===== src/common/heartPkg.sv =====
//################################################
// heart monitor shared definitions
//################################################

package heartPkg;

	// spi frame and sample sizes
	localparam int FRAME_BITS = 16;
	localparam int SAMPLE_WIDTH = 10;

	typedef logic [SAMPLE_WIDTH-1:0] sampleT;

	// low-pass fir, half of a symmetric 31-tap response
	localparam int FIR_HALF_TAPS = 16;
	// scaled by 1024, coefficients sum to 1028
	localparam int FIR_COEFFS [FIR_HALF_TAPS] = '{
		3, 4, 6, 8, 12, 17, 23, 29, 36, 43, 50, 56, 61, 65, 67, 68
	};
	localparam int FIR_SHIFT = 10;
	localparam int FIR_ACC_WIDTH = 20;

	// dac word: address, range, data byte
	localparam int DAC_WORD_BITS = 11;

	localparam int RATE_WIDTH = 12;
	localparam int SEG_WIDTH = 7;

	typedef enum logic [1:0] {dacIdle, dacShift, dacStrobe, dacRelease} dacPhaseT;

	typedef enum logic {pkSearch, pkHold} peakStateT;

endpackage

===== src/hw/heartMonitor.sv =====
//################################################
// heart rate monitor top
//################################################
`timescale 1ns/1ps

module heartMonitor #(
	parameter int WINDOW_CYCLES = 400_000_000,
	parameter int REFRESH_CYCLES = 250_000,
	parameter int RATE_SCALE = 6
) (
	input  logic                          sck,
	input  logic                          reset,
	input  logic                          sdo,
	output logic                          dacData,
	output logic                          dacLoad,
	output logic                          peakLed,
	output logic [heartPkg::SEG_WIDTH-1:0] segShared,
	output logic [heartPkg::SEG_WIDTH-1:0] segMiddle,
	output logic                          digitSelLow,
	output logic                          digitSelHigh
);
	import heartPkg::*;

	sampleT                sample;
	logic                  sampleValid;
	sampleT                filtered;
	logic                  filteredValid;
	logic                  peakPulse;
	logic [RATE_WIDTH-1:0] heartRate;

	// spi in, one sample per frame
	sampleReceiver rx (.sck, .reset, .sdo, .sample, .sampleValid);

	firFilter fir (.sck, .reset, .sample, .sampleValid, .filtered, .filteredValid);

	// filtered value fans out to dac and peak finder
	dacSerializer dac (.sck, .reset, .filtered, .filteredValid, .dacData, .dacLoad);

	peakDetector peaks (.sck, .reset, .filtered, .filteredValid, .peakPulse, .peakLed);

	rateCounter #(
		.WINDOW_CYCLES (WINDOW_CYCLES),
		.RATE_SCALE    (RATE_SCALE)
	) rate (.sck, .reset, .peakPulse, .heartRate);

	rateDisplay #(
		.REFRESH_CYCLES (REFRESH_CYCLES)
	) display (.sck, .reset, .heartRate, .segShared, .segMiddle, .digitSelLow, .digitSelHigh);

endmodule


===== src/display/rateDisplay.sv =====
//################################################
// rate display driver
//################################################
`timescale 1ns/1ps

module rateDisplay #(
	parameter int REFRESH_CYCLES = 250_000
) (
	input  logic                           sck,
	input  logic                           reset,
	input  logic [heartPkg::RATE_WIDTH-1:0] heartRate,
	output logic [heartPkg::SEG_WIDTH-1:0]  segShared,
	output logic [heartPkg::SEG_WIDTH-1:0]  segMiddle,
	output logic                           digitSelLow,
	output logic                           digitSelHigh
);
	import heartPkg::*;

	localparam int REFRESH_WIDTH = $clog2(REFRESH_CYCLES);

	logic [REFRESH_WIDTH-1:0] refreshCount;
	logic [3:0]               sharedNibble;

	// active-low hex patterns, segment g is the msb
	function automatic logic [SEG_WIDTH-1:0] hexSeg(input logic [3:0] nibble);
		case (nibble)
			4'h0: return 7'b100_0000;
			4'h1: return 7'b111_1001;
			4'h2: return 7'b010_0100;
			4'h3: return 7'b011_0000;
			4'h4: return 7'b001_1001;
			4'h5: return 7'b001_0010;
			4'h6: return 7'b000_0010;
			4'h7: return 7'b111_1000;
			4'h8: return 7'b000_0000;
			4'h9: return 7'b001_1000;
			4'hA: return 7'b000_1000;
			4'hB: return 7'b000_0011;
			4'hC: return 7'b010_0111;
			4'hD: return 7'b010_0001;
			4'hE: return 7'b000_0110;
			default: return 7'b000_1110;
		endcase
	endfunction

	// outer digits take turns on the shared segment bus
	assign sharedNibble = digitSelLow ? heartRate[3:0] : heartRate[11:8];
	assign segShared = hexSeg(sharedNibble);
	assign segMiddle = hexSeg(heartRate[7:4]);
	assign digitSelHigh = ~digitSelLow;

	// refresh timer
	always_ff @(posedge sck, posedge reset)
	begin
		if (reset)
		begin
			refreshCount <= '0;
			digitSelLow <= 1'b0;
		end
		else if (refreshCount == REFRESH_WIDTH'(REFRESH_CYCLES - 1))
		begin
			refreshCount <= '0;
			digitSelLow <= ~digitSelLow;
		end
		else
			refreshCount <= refreshCount + 1'b1;
	end

endmodule


===== src/hw/rateCounter.sv =====
//################################################
// windowed beat counter
//################################################
`timescale 1ns/1ps

module rateCounter #(
	parameter int WINDOW_CYCLES = 400_000_000,
	parameter int RATE_SCALE = 6
) (
	input  logic                          sck,
	input  logic                          reset,
	input  logic                          peakPulse,
	output logic [heartPkg::RATE_WIDTH-1:0] heartRate
);
	import heartPkg::*;

	localparam int CYCLE_WIDTH = $clog2(WINDOW_CYCLES);
	// largest count whose scaled value still fits the rate
	localparam int PEAK_MAX = (2 ** RATE_WIDTH - 1) / RATE_SCALE;

	logic [CYCLE_WIDTH-1:0] cycleCount;
	logic [RATE_WIDTH-1:0]  peakCount;
	logic                   windowEnd;

	assign windowEnd = (cycleCount == CYCLE_WIDTH'(WINDOW_CYCLES - 1));

	always_ff @(posedge sck, posedge reset)
	begin
		if (reset)
		begin
			cycleCount <= '0;
			peakCount <= '0;
			heartRate <= '0;
		end
		else if (windowEnd)
		begin
			cycleCount <= '0;
			heartRate <= RATE_WIDTH'(peakCount * RATE_SCALE);
			// pulse on the boundary opens the next window
			peakCount <= RATE_WIDTH'(peakPulse);
		end
		else
		begin
			cycleCount <= cycleCount + 1'b1;
			if (peakPulse && peakCount != RATE_WIDTH'(PEAK_MAX))
				peakCount <= peakCount + 1'b1;
		end
	end

endmodule


===== src/hw/dacSerializer.sv =====
//################################################
// serial dac word output
//################################################
`timescale 1ns/1ps

module dacSerializer (
	input  logic             sck,
	input  logic             reset,
	input  heartPkg::sampleT filtered,
	input  logic             filteredValid,
	output logic             dacData,
	output logic             dacLoad
);
	import heartPkg::*;

	localparam int BIT_WIDTH = $clog2(DAC_WORD_BITS);

	dacPhaseT                 phase;
	logic [DAC_WORD_BITS-1:0] shiftReg;
	logic [BIT_WIDTH-1:0]     bitCount;

	// msb of the word goes out first
	assign dacData = shiftReg[DAC_WORD_BITS-1];

	always_ff @(posedge sck, posedge reset)
	begin
		if (reset)
		begin
			phase <= dacIdle;
			shiftReg <= '0;
			bitCount <= '0;
			dacLoad <= 1'b1;
		end
		else
		begin
			case (phase)
				dacIdle:
				begin
					if (filteredValid)
					begin
						// address 00, range 0, then data byte
						shiftReg <= {2'b00, 1'b0, filtered[7:0]};
						bitCount <= '0;
						phase <= dacShift;
					end
				end
				dacShift:
				begin
					shiftReg <= {shiftReg[DAC_WORD_BITS-2:0], 1'b0};
					bitCount <= bitCount + 1'b1;
					if (bitCount == BIT_WIDTH'(DAC_WORD_BITS - 1))
					begin
						// latch pulse right after the last bit
						dacLoad <= 1'b0;
						phase <= dacStrobe;
					end
				end
				dacStrobe:
				begin
					dacLoad <= 1'b1;
					phase <= dacRelease;
				end
				dacRelease:
					phase <= dacIdle;
				default:
					phase <= dacIdle;
			endcase
		end
	end

	// a new word may only start once the previous one is done
	assert property (@(posedge sck) disable iff (reset) filteredValid |-> phase == dacIdle);

endmodule


===== src/peakDetect/peakDetector.sv =====
//################################################
// slope-window peak detector
//################################################
`timescale 1ns/1ps

module peakDetector #(
	parameter int WINDOW_BITS = 64,
	parameter int LEFT_MAX = 20,
	parameter int RIGHT_MIN = 16,
	parameter int HOLD_SAMPLES = 63
) (
	input  logic             sck,
	input  logic             reset,
	input  heartPkg::sampleT filtered,
	input  logic             filteredValid,
	output logic             peakPulse,
	output logic             peakLed
);
	import heartPkg::*;

	localparam int HALF = WINDOW_BITS / 2;
	localparam int SUM_WIDTH = $clog2(HALF + 1);
	localparam int HOLD_WIDTH = $clog2(HOLD_SAMPLES + 1);

	peakStateT               state;
	sampleT                  prevSample;
	logic [WINDOW_BITS-1:0]  slopeHist;
	logic [SUM_WIDTH-1:0]    leftSum;
	logic [SUM_WIDTH-1:0]    rightSum;
	logic [HOLD_WIDTH-1:0]   holdCount;
	logic                    slopeBit;
	logic                    peakFound;

	// 0 while rising, 1 when flat or falling
	assign slopeBit = !(filtered > prevSample);
	// older half mostly rising, newer half mostly falling
	assign peakFound = (leftSum <= SUM_WIDTH'(LEFT_MAX)) && (rightSum >= SUM_WIDTH'(RIGHT_MIN));
	assign peakLed = (state == pkHold);

	always_ff @(posedge sck, posedge reset)
	begin
		if (reset)
		begin
			state <= pkSearch;
			prevSample <= '0;
			slopeHist <= '1;
			leftSum <= SUM_WIDTH'(HALF);
			rightSum <= SUM_WIDTH'(HALF);
			holdCount <= '0;
			peakPulse <= 1'b0;
		end
		else
		begin
			peakPulse <= 1'b0;
			if (filteredValid)
			begin
				prevSample <= filtered;
				slopeHist <= {slopeHist[WINDOW_BITS-2:0], slopeBit};
				// bit crossing the midpoint moves from right sum to left sum
				rightSum <= rightSum + SUM_WIDTH'(slopeBit) - SUM_WIDTH'(slopeHist[HALF-1]);
				leftSum <= leftSum + SUM_WIDTH'(slopeHist[HALF-1])
					- SUM_WIDTH'(slopeHist[WINDOW_BITS-1]);
				case (state)
					pkSearch:
					begin
						if (peakFound)
						begin
							peakPulse <= 1'b1;
							holdCount <= '0;
							state <= pkHold;
						end
					end
					pkHold:
					begin
						// hold-off masks the falling edge of the same beat
						if (holdCount == HOLD_WIDTH'(HOLD_SAMPLES - 1))
							state <= pkSearch;
						holdCount <= holdCount + 1'b1;
					end
					default:
						state <= pkSearch;
				endcase
			end
		end
	end

	assert property (@(posedge sck) disable iff (reset)
		peakPulse |-> ($past(state) == pkSearch) && (state == pkHold));

endmodule


===== src/filter/firFilter.sv =====
//################################################
// symmetric 31-tap fir low-pass
//################################################
`timescale 1ns/1ps

module firFilter (
	input  logic             sck,
	input  logic             reset,
	input  heartPkg::sampleT sample,
	input  logic             sampleValid,
	output heartPkg::sampleT filtered,
	output logic             filteredValid
);
	import heartPkg::*;

	localparam int FIR_TAPS = 2 * FIR_HALF_TAPS - 1;

	sampleT                   delayLine [FIR_TAPS-1];
	sampleT                   taps [FIR_TAPS];
	logic [FIR_ACC_WIDTH-1:0] sumNext;
	logic [FIR_ACC_WIDTH-1:0] sumReg;
	logic                     sumValid;

	// tap 0 is the incoming sample, the rest come from the delay line
	always_comb
	begin
		taps[0] = sample;
		for (int k = 1; k < FIR_TAPS; k++)
			taps[k] = delayLine[k-1];
	end

	// fold symmetric taps, one multiply per coefficient
	always_comb
	begin : sumTree
		logic [FIR_ACC_WIDTH-1:0] acc;
		logic [SAMPLE_WIDTH:0]    pairSum;
		acc = '0;
		for (int i = 0; i < FIR_HALF_TAPS - 1; i++)
		begin
			pairSum = {1'b0, taps[i]} + {1'b0, taps[FIR_TAPS-1-i]};
			acc = acc + FIR_ACC_WIDTH'(FIR_COEFFS[i]) * FIR_ACC_WIDTH'(pairSum);
		end
		// centre tap has no partner
		acc = acc + FIR_ACC_WIDTH'(FIR_COEFFS[FIR_HALF_TAPS-1])
			* FIR_ACC_WIDTH'(taps[FIR_HALF_TAPS-1]);
		sumNext = acc;
	end

	// delay line, zero after reset
	always_ff @(posedge sck, posedge reset)
	begin
		if (reset)
		begin
			for (int k = 0; k < FIR_TAPS - 1; k++)
				delayLine[k] <= '0;
		end
		else if (sampleValid)
		begin
			delayLine[0] <= sample;
			for (int k = 1; k < FIR_TAPS - 1; k++)
				delayLine[k] <= delayLine[k-1];
		end
	end

	// valid pipe, sum stage then scale stage
	always_ff @(posedge sck, posedge reset)
	begin
		if (reset)
		begin
			sumValid <= 1'b0;
			filteredValid <= 1'b0;
		end
		else
		begin
			sumValid <= sampleValid;
			filteredValid <= sumValid;
		end
	end

	always_ff @(posedge sck)
	begin
		if (sampleValid)
			sumReg <= sumNext;
		// drop the 1024 scale
		if (sumValid)
			filtered <= sumReg[FIR_SHIFT +: SAMPLE_WIDTH];
	end

endmodule


===== src/hw/sampleReceiver.sv =====
//################################################
// spi sample receiver
//################################################
`timescale 1ns/1ps

module sampleReceiver (
	input  logic            sck,
	input  logic            reset,
	input  logic            sdo,
	output heartPkg::sampleT sample,
	output logic            sampleValid
);
	import heartPkg::*;

	localparam int CNT_WIDTH = $clog2(FRAME_BITS);

	logic [CNT_WIDTH-1:0]  bitCount;
	logic [FRAME_BITS-1:0] shiftReg;
	logic [FRAME_BITS-1:0] frameNext;
	logic                  frameEnd;

	// msb first, the last bit joins straight from sdo
	assign frameNext = {shiftReg[FRAME_BITS-2:0], sdo};
	assign frameEnd = (bitCount == CNT_WIDTH'(FRAME_BITS - 1));

	// frame counter, wraps every 16 cycles
	always_ff @(posedge sck, posedge reset)
	begin
		if (reset)
		begin
			bitCount <= '0;
			sampleValid <= 1'b0;
		end
		else
		begin
			bitCount <= bitCount + 1'b1;
			sampleValid <= frameEnd;
		end
	end

	// shifter and sample latch
	always_ff @(posedge sck)
	begin
		shiftReg <= frameNext;
		if (frameEnd)
			sample <= frameNext[SAMPLE_WIDTH-1:0];
	end

	// strobe is a single pulse per frame
	assert property (@(posedge sck) disable iff (reset) sampleValid |=> !sampleValid);

endmodule


===== config.mk =====
export PLATFORM = sky130hd
export DESIGN_NAME = heartMonitor
export DESIGN_NICKNAME = d
export VERILOG_FILES = /design/src/common/heartPkg.sv /design/src/hw/heartMonitor.sv /design/src/display/rateDisplay.sv /design/src/hw/rateCounter.sv /design/src/hw/dacSerializer.sv /design/src/peakDetect/peakDetector.sv /design/src/filter/firFilter.sv /design/src/hw/sampleReceiver.sv
export SDC_FILE = /design/constraint.sdc
export NUM_CORES = 2
export LEC_CHECK = 0
export BUFFER_PORTS_ARGS = -buffer_cell sky130_fd_sc_hd__buf_2
export CORE_UTILIZATION = 27
export CTS_BUF_LIST = sky130_fd_sc_hd__clkbuf_16
export DETAILED_ROUTE_END_ITERATION = 10
export SLEW_MARGIN = 25
export SYNTH_ARGS = -nofsm -noshare
export SYNTH_HDL_FRONTEND = slang
export SYNTH_SLANG_ARGS = --single-unit

===== constraint.sdc =====
create_clock -name sck -period 20 [get_ports sck]
set_input_delay 0 -clock sck [delete_from_list [all_inputs] [get_ports sck]]
set_output_delay 0 -clock sck [all_outputs]
set_load 0.03 [all_outputs]

Word level (Yosys, flattened, before mapping)
Memory sizes are Yosys's and may differ from the RTL's.
Index checks and enable logic that the tools add are counted.
Operators by class
  magnitude comparators: 3
  bitwise gates (word level): 2
  reduce and logical (&&, ||, !) cells: 11
  add/sub/neg operators: 40
  eq/ne operators: 12
  multiply operators: 15
  muxes and demuxes: 21
Operators with widths (count)
  adder 10 x 10 -> 11 bit: 15
  adder 20 x 17 -> 20 bit: 6
  multiplier 5 x 11 -> 16 bit (first input constant): 4
  adder 20 x 16 -> 20 bit: 3
  adder 20 x 14 -> 20 bit: 2
  adder 20 x 18 -> 20 bit: 2
  multiplier 2 x 11 -> 13 bit (first input constant): 3
  multiplier 7 x 11 -> 18 bit (first input constant): 2
  multiplier 6 x 11 -> 17 bit (first input constant): 2
  adder 29 x 1 -> 29 bit (second input constant): 1
  == test 29 bit (second input constant): 1
  two-way mux 29 bit: 1
  two-way mux 12 bit: 2
  case mux 11 bit (2 select lines): 1
  adder 20 x 15 -> 20 bit: 1
  adder 18 x 1 -> 18 bit (second input constant): 1
  == test 18 bit (second input constant): 1
  two-way mux 18 bit: 1
  multiplier 4 x 11 -> 15 bit (first input constant): 1
  multiplier 5 x 10 -> 15 bit (first input constant): 1
  adder 13 x 13 -> 14 bit: 1
  multiplier 3 x 11 -> 14 bit (first input constant): 1
  adder 12 x 1 -> 12 bit (second input constant): 1
  adder 6 x 1 -> 6 bit: 2
  other kinds (29): 48
Storage, ports and cells
  register bits: 539
  bits of input ports: 3
  bits in read-only memories: 224
  logic and storage cells: 160
  memories: 2
Memories
  (no name shown): depth 16, bits a word 7, rd ports 1, clocked after memory_dff 0, wr ports 0, line rateDisplay.sv:26  | case (nibble)
  (no name shown): depth 16, bits a word 7, rd ports 1, clocked after memory_dff 0, wr ports 0, line rateDisplay.sv:26

Longest topological paths before layout
  word-level depth: 17
  depth in mapped cells: 42
  gate-level depth less buffers: 42

Hierarchy
A second synthesis with hierarchy kept.
Second synthesis, totals
  cell total of the unflattened synthesis: 3766
  area total of the unflattened synthesis: 42677.2 um2
Modules (own cells, without submodules)
  firFilter: area an instance 32373.5 um2, cells an instance 2852, instances 1
  peakDetector: area an instance 4361.7 um2, cells an instance 340, instances 1
  rateCounter: area an instance 2867.8 um2, cells an instance 285, instances 1
  rateDisplay: area an instance 1451.4 um2, cells an instance 161, instances 1
  dacSerializer: area an instance 959.7 um2, cells an instance 96, instances 1
  sampleReceiver: area an instance 663.1 um2, cells an instance 32, instances 1

Worst setup path before layout
No wires, ideal clock.
  path type: register -> register
  start point: register fir.delayLine[100] (netlist bit)
  end point: register fir.sumReg[19], data pin
  path slack: 9.779 ns
  path buffers: 0
  arrival: 9.959 ns
  stages on the path, launching flop included: 41
  required time: 19.738 ns
  cell sequence: dfrtp_1 > ha_1 > fa_1 > a21o_1 > a21oi_1 > o21bai_1 > a21oi_1 > xnor2_1 > ha_1 > ha_1 > inv_1 > fa_1 > inv_1 > ha_1 > or3_1 > o211a_1 > a311o_1 > xnor2_1 > [... 5 more ...] > fa_1 > inv_1 > fa_1 > fa_1 > inv_1 > fa_1 > inv_1 > fa_1 > inv_1 > fa_1 > inv_1 > ha_1 > a21o_1 > a21o_1 > a21oi_1 > a21boi_0 > a311oi_2 > xnor2_1
Between the ends
  cells in the longest elaborated chain, start to end: 8
RTL lines
  from (decl): line firFilter.sv:18  | sampleT delayLine [FIR_TAPS-1];
  from (signal, indexed assignment): line firFilter.sv:61  | delayLine[k] <= delayLine[k-1];
  adder 10 x 10 -> 11 bit: line firFilter.sv:40  | pairSum = {1'b0, taps[i]} + {1'b0, taps[FIR_TAPS-1-i]};
  multiplier 5 x 11 -> 16 bit: line firFilter.sv:41  | acc = acc + FIR_ACC_WIDTH'(FIR_COEFFS[i]) * FIR_ACC_WIDTH'(pairSum);
  adder 20 x 17 -> 20 bit (3 in a row): line firFilter.sv:41
  adder 20 x 18 -> 20 bit (2 in a row): line firFilter.sv:41
  adder 20 x 17 -> 20 bit: line firFilter.sv:44  | acc = acc + FIR_ACC_WIDTH'(FIR_COEFFS[FIR_HALF_TAPS-1])
  net fir.sumNext[19]: line firFilter.sv:20  | logic [FIR_ACC_WIDTH-1:0] sumNext;
  to (signal assigned): line firFilter.sv:83  | sumReg <= sumNext;
  to (decl): line firFilter.sv:21  | logic [FIR_ACC_WIDTH-1:0] sumReg;
The timed path passes the listed nets, and every way through them passes these cells.
A chain may end at the register's enable or synchronous reset.

Worst setup path in the final report
Same ends and word-level chain as after synthesis.

==> metrics.md <==
| Metric | Value |
|---|---|
| Outcome | `finished clean` |
| CTS tree | `done` |
| Switching Fraction | `0.2764` |
| # fillers | `16020` |
| Clock skew | `0.02811 ns` |
| Number of core rows | `145` |
| Critical Path RT | `20.38 ns` |
| Initial Util | `0.2726` |
| Synth top area share | `0.2483` |
| Largest net degree at the start of global routing | `182` |
| Area of the multi-input gates | `26440 um^2` |
| Syn_nets | `4722` |
| Die W | `399.4 um` |
| Cell Int Power | `0.001844 W` |
| Async SR Flop Fraction | `0.9263` |
| Cells after Synth | `3819` |
| Drt first pass iters | `5` |
| Relative slew slack | `0.2691` |
| Setup TNS Final | `0 ns` |
| Sw power | `0.0007042 W` |
| Synthesis-stage register bit count | `529` |
| Final setup violation count | `0` |
| Critical path class | `reg2reg` |
| CTS Buf Count | `58` |
| Total gr overflow | `0` |
| Logic gate share of total power | `0.148` |
| Period utilization | `0.5413` |
| Synth warn | `0` |
| Worst setup path endpoint | `fir.sumReg[19]$_DFFE_PP_` |
| Slew Viols, Final | `0` |
| Lkg Pwr | `23.37 nW` |
| Final Core Density | `0.3010` |
| Peak VDD IR | `0.06890 mV` |
| Top Ports | `22` |
| Most used cell, CP | `fa_1` |
| Final ANT Viol Nets | `0` |
| Syn avg cell area | `11.16 um^2` |
| Vias | `26590` |
| Critical path's slowest cell | `fa_1` |
| Crit path max fanout | `4` |
| Worst-path clk slew | `0.07 ns` |
| Primary FF master, synth | `dfrtp_1` |
| FF-to-FF End | `fir.sumReg[19]$_DFFE_PP_` |
| Vias/cell | `4.466` |
| PortBufs | `21` |
| Top cells by area, synth | `dfrtp_1 (25%), fa_1 (18%), ha_1 (15%), mux2_2 (9.6%), inv_1 (5.9%)` |
| Unrepaired setup endpoints after global routing | `no` |
| Area leader, netlist | `dfrtp_1` |
| Crit path launch | `fir.delayLine[100]$_DFFE_PP0P_` |
| Worst-skew pair later-pin latency | `0.66 ns` |
| FF-to-FF setup slack | `9.17 ns` |
| Final Wtd Congestion | `0.8866` |
| Die height | `399.4 um` |
| Worst reg2reg startpoint | `fir.delayLine[100]$_DFFE_PP0P_` |
| FF-to-FF path depth | `40` |
| Maxcap violations | `0` |
| Reg area | `13430 um^2` |
| Clk sink count | `529` |
| HPWL after DPL | `76440 um` |
| Syn-to-layout area delta | `10.43%` |
| Initial antenna violation count | `1` |
| DRC | `0` |
| Vias in the first global route | `27350` |
| Placeable Area | `156400 um^2` |
| Synth cell types | `89` |
| Diode count | `0` |
| P per Cell Area | `54.12 nW/um^2` |
| Min cycle time layout | `10.83 ns` |
| Max Fclk | `0.09236 GHz` |
| Nets | `4752` |
| Initial DRC count | `1482` |
| Post-synthesis sequential area ratio | `0.3150` |
| Mapped Area | `42630 um^2` |
| # H-tree levels | `2` |
| Setup crit end kind | `flop` |
| Reg power frac | `0.436` |
| Share of cells above drive strength 1 | `0.1517` |
| Die Area | `159500 um^2` |
| Clock power frac | `0.415` |
| Worst Tran Pin Value | `1.088 ns` |
| Routed WL | `94300 um` |
| Post-CTS Setup Bufs | `0` |
| Root buffer cell | `clkbuf_16` |
| Number of enable flip-flop cells after synthesis | `30` |
| Routed wire per std cell | `15.84 um` |
| Crit path launch type | `flop` |
| CP arrival | `11.21 ns` |
| Worst Hold Class | `in2async` |
| First-pass GRT wire length | `152600 um` |
| CP max stage delay | `0.54 ns` |
| Hold Fails Final Rpt | `0` |
| Clock Tree Buf Depth | `3` |
| Total GRT Usage | `0.1208` |
power groups by stage:
stage               sequential [W]  combinational [W]  clock, W
global route               0.00111           0.000433   0.00114
floorplan                  0.00113           0.000273         0
finish                     0.00111           0.000378   0.00106
detailed placement         0.00113           0.000380         0
global placement           0.00113           0.000370         0
CTS                        0.00111           0.000382   0.00109
worst min-delay path by stage:
stage / start / endpoint / slack [ns] / cells past startpoint
floorplan: sdo / rx.shiftReg[0]$_DFF_P_ / 0.03 / 0
global placement: sdo / rx.shiftReg[0]$_DFF_P_ / 0.17 / 1
detailed placement: sdo / rx.shiftReg[0]$_DFF_P_ / 0.17 / 1
CTS: sdo / rx.shiftReg[0]$_DFF_P_ / 0.07 / 2
global route: sdo / rx.shiftReg[0]$_DFF_P_ / 0.10 / 2
finish: reset / fir.delayLine[253]$_DFFE_PP0P_ / 0.06 / 3
registers in the layout (all words and copies together) (netlist names), 6 cells and up:
signal	cells
rate.heartRate	11
rx.shiftReg	9
peaks.holdCount	6
rx.sample	10
rate.cycleCount	29
peaks.slopeHist	64
display.refreshCount	18
fir.delayLine	300
dac.shiftReg	11
peaks.rightSum	6
peaks.prevSample	10
fir.filtered	10
fir.sumReg	10
rate.peakCount	12
peaks.leftSum	6
critical path, delay by kind of cell, from the launching register on:
kind | cells | cell delay (ns)
fa+ha+maj | 16 | 6.53
flops | 1 | 0.39
simple gates | 1 | 0.32
buf+inv | 9 | 0.43
xor+xnor | 3 | 0.52
compound gates | 11 | 2.35
stage by stage:
| step | setup WS [ns] | power [W] | instances | instance area [um^2] | hold WS, ns |
|---|---|---|---|---|---|
| 6_report | 9.173 | 0.002548 | 5953 | 47080 | 0.05812 |
| 5_1_grt | 8.753 | 0.002682 | 5953 | 47080 | 0.1001 |
| 4_1_cts | 9.166 | 0.002586 | 5952 | 47050 | 0.07021 |
| 3_5_place_dp | 9.195 | 0.001512 | 5844 | 45170 | 0.1691 |
| 3_3_place_gp | 9.248 | 0.001501 | 5844 | 45170 | 0.1728 |
| 2_1_floorplan | 6.435 | 0.001400 | 3819 | 42630 | 0.02772 |
cells in the final DEF (no fill, tap or decap), types with 122 or more instances in the layout:
| master | instances |
|---|---|
| mux2_2 | 365 |
| a21oi_1 | 166 |
| inv_1 | 677 |
| ha_1 | 518 |
| fa_1 | 382 |
| xnor2_1 | 147 |
| o21ai_0 | 122 |
| nand2_1 | 142 |
| dfrtp_1 | 421 |
| nor2_1 | 129 |
layout make-up:
cell class	count	area share
timing repair buffer	35	0.005608
inverter	666	0.05326
clock buffer	61	0.03243
tap	2058	0.05470
multi-input combinational	2559	0.5617
clock inverter	45	0.006910
sequential	529	0.2854
logic make-up (layout without fill, tap and decap cells):
logic type	count (synthesis)	after routing	share of synthesized area
multiplexers	398	398	0.1045
buffers and inverters	731	807	0.06498
AND/OR/NAND/NOR	507	507	0.05890
flip-flops	529	529	0.3150
AO/OA/AOI/OAI	508	508	0.07475
adder cells (fa/ha/maj)	900	900	0.3314
XOR/XNOR	246	246	0.05054
synth_stat cells, types with 30 or more instances:
master	instances
a21o_1	57
dfstp_2	67
nor2_1	130
a21oi_1	166
nand2_1	142
inv_1	666
fa_1	382
mux2i_1	32
edfxtp_1	30
dfrtp_1	423
o21bai_1	41
mux2_2	365
o21ai_0	122
clkbuf_1	48
ha_1	518
nand3_1	48
xor2_1	98
xnor2_1	148
repair_timing:
action	4_1_cts	5_1_grt
hold buffers	2	0
setup endpoints to repair	0	0
gates resized for setup	0	0
hold endpoints to repair	102	0
layer usage:
layer / track usage / part of all wire / vias up / wire [um]
li1: - / - / 12760 / -
met4: 0.02576 / 0.021 / 2 / 1966
met1: 0.1689 / 0.47 / 13340 / 44670
met3: 0.01930 / 0.044 / 102 / 4167
met2: 0.1955 / 0.46 / 385 / 43480
met5: 0 / 0.00018 / - / 17
Note: power is estimated with default switching activity, not from simulation.
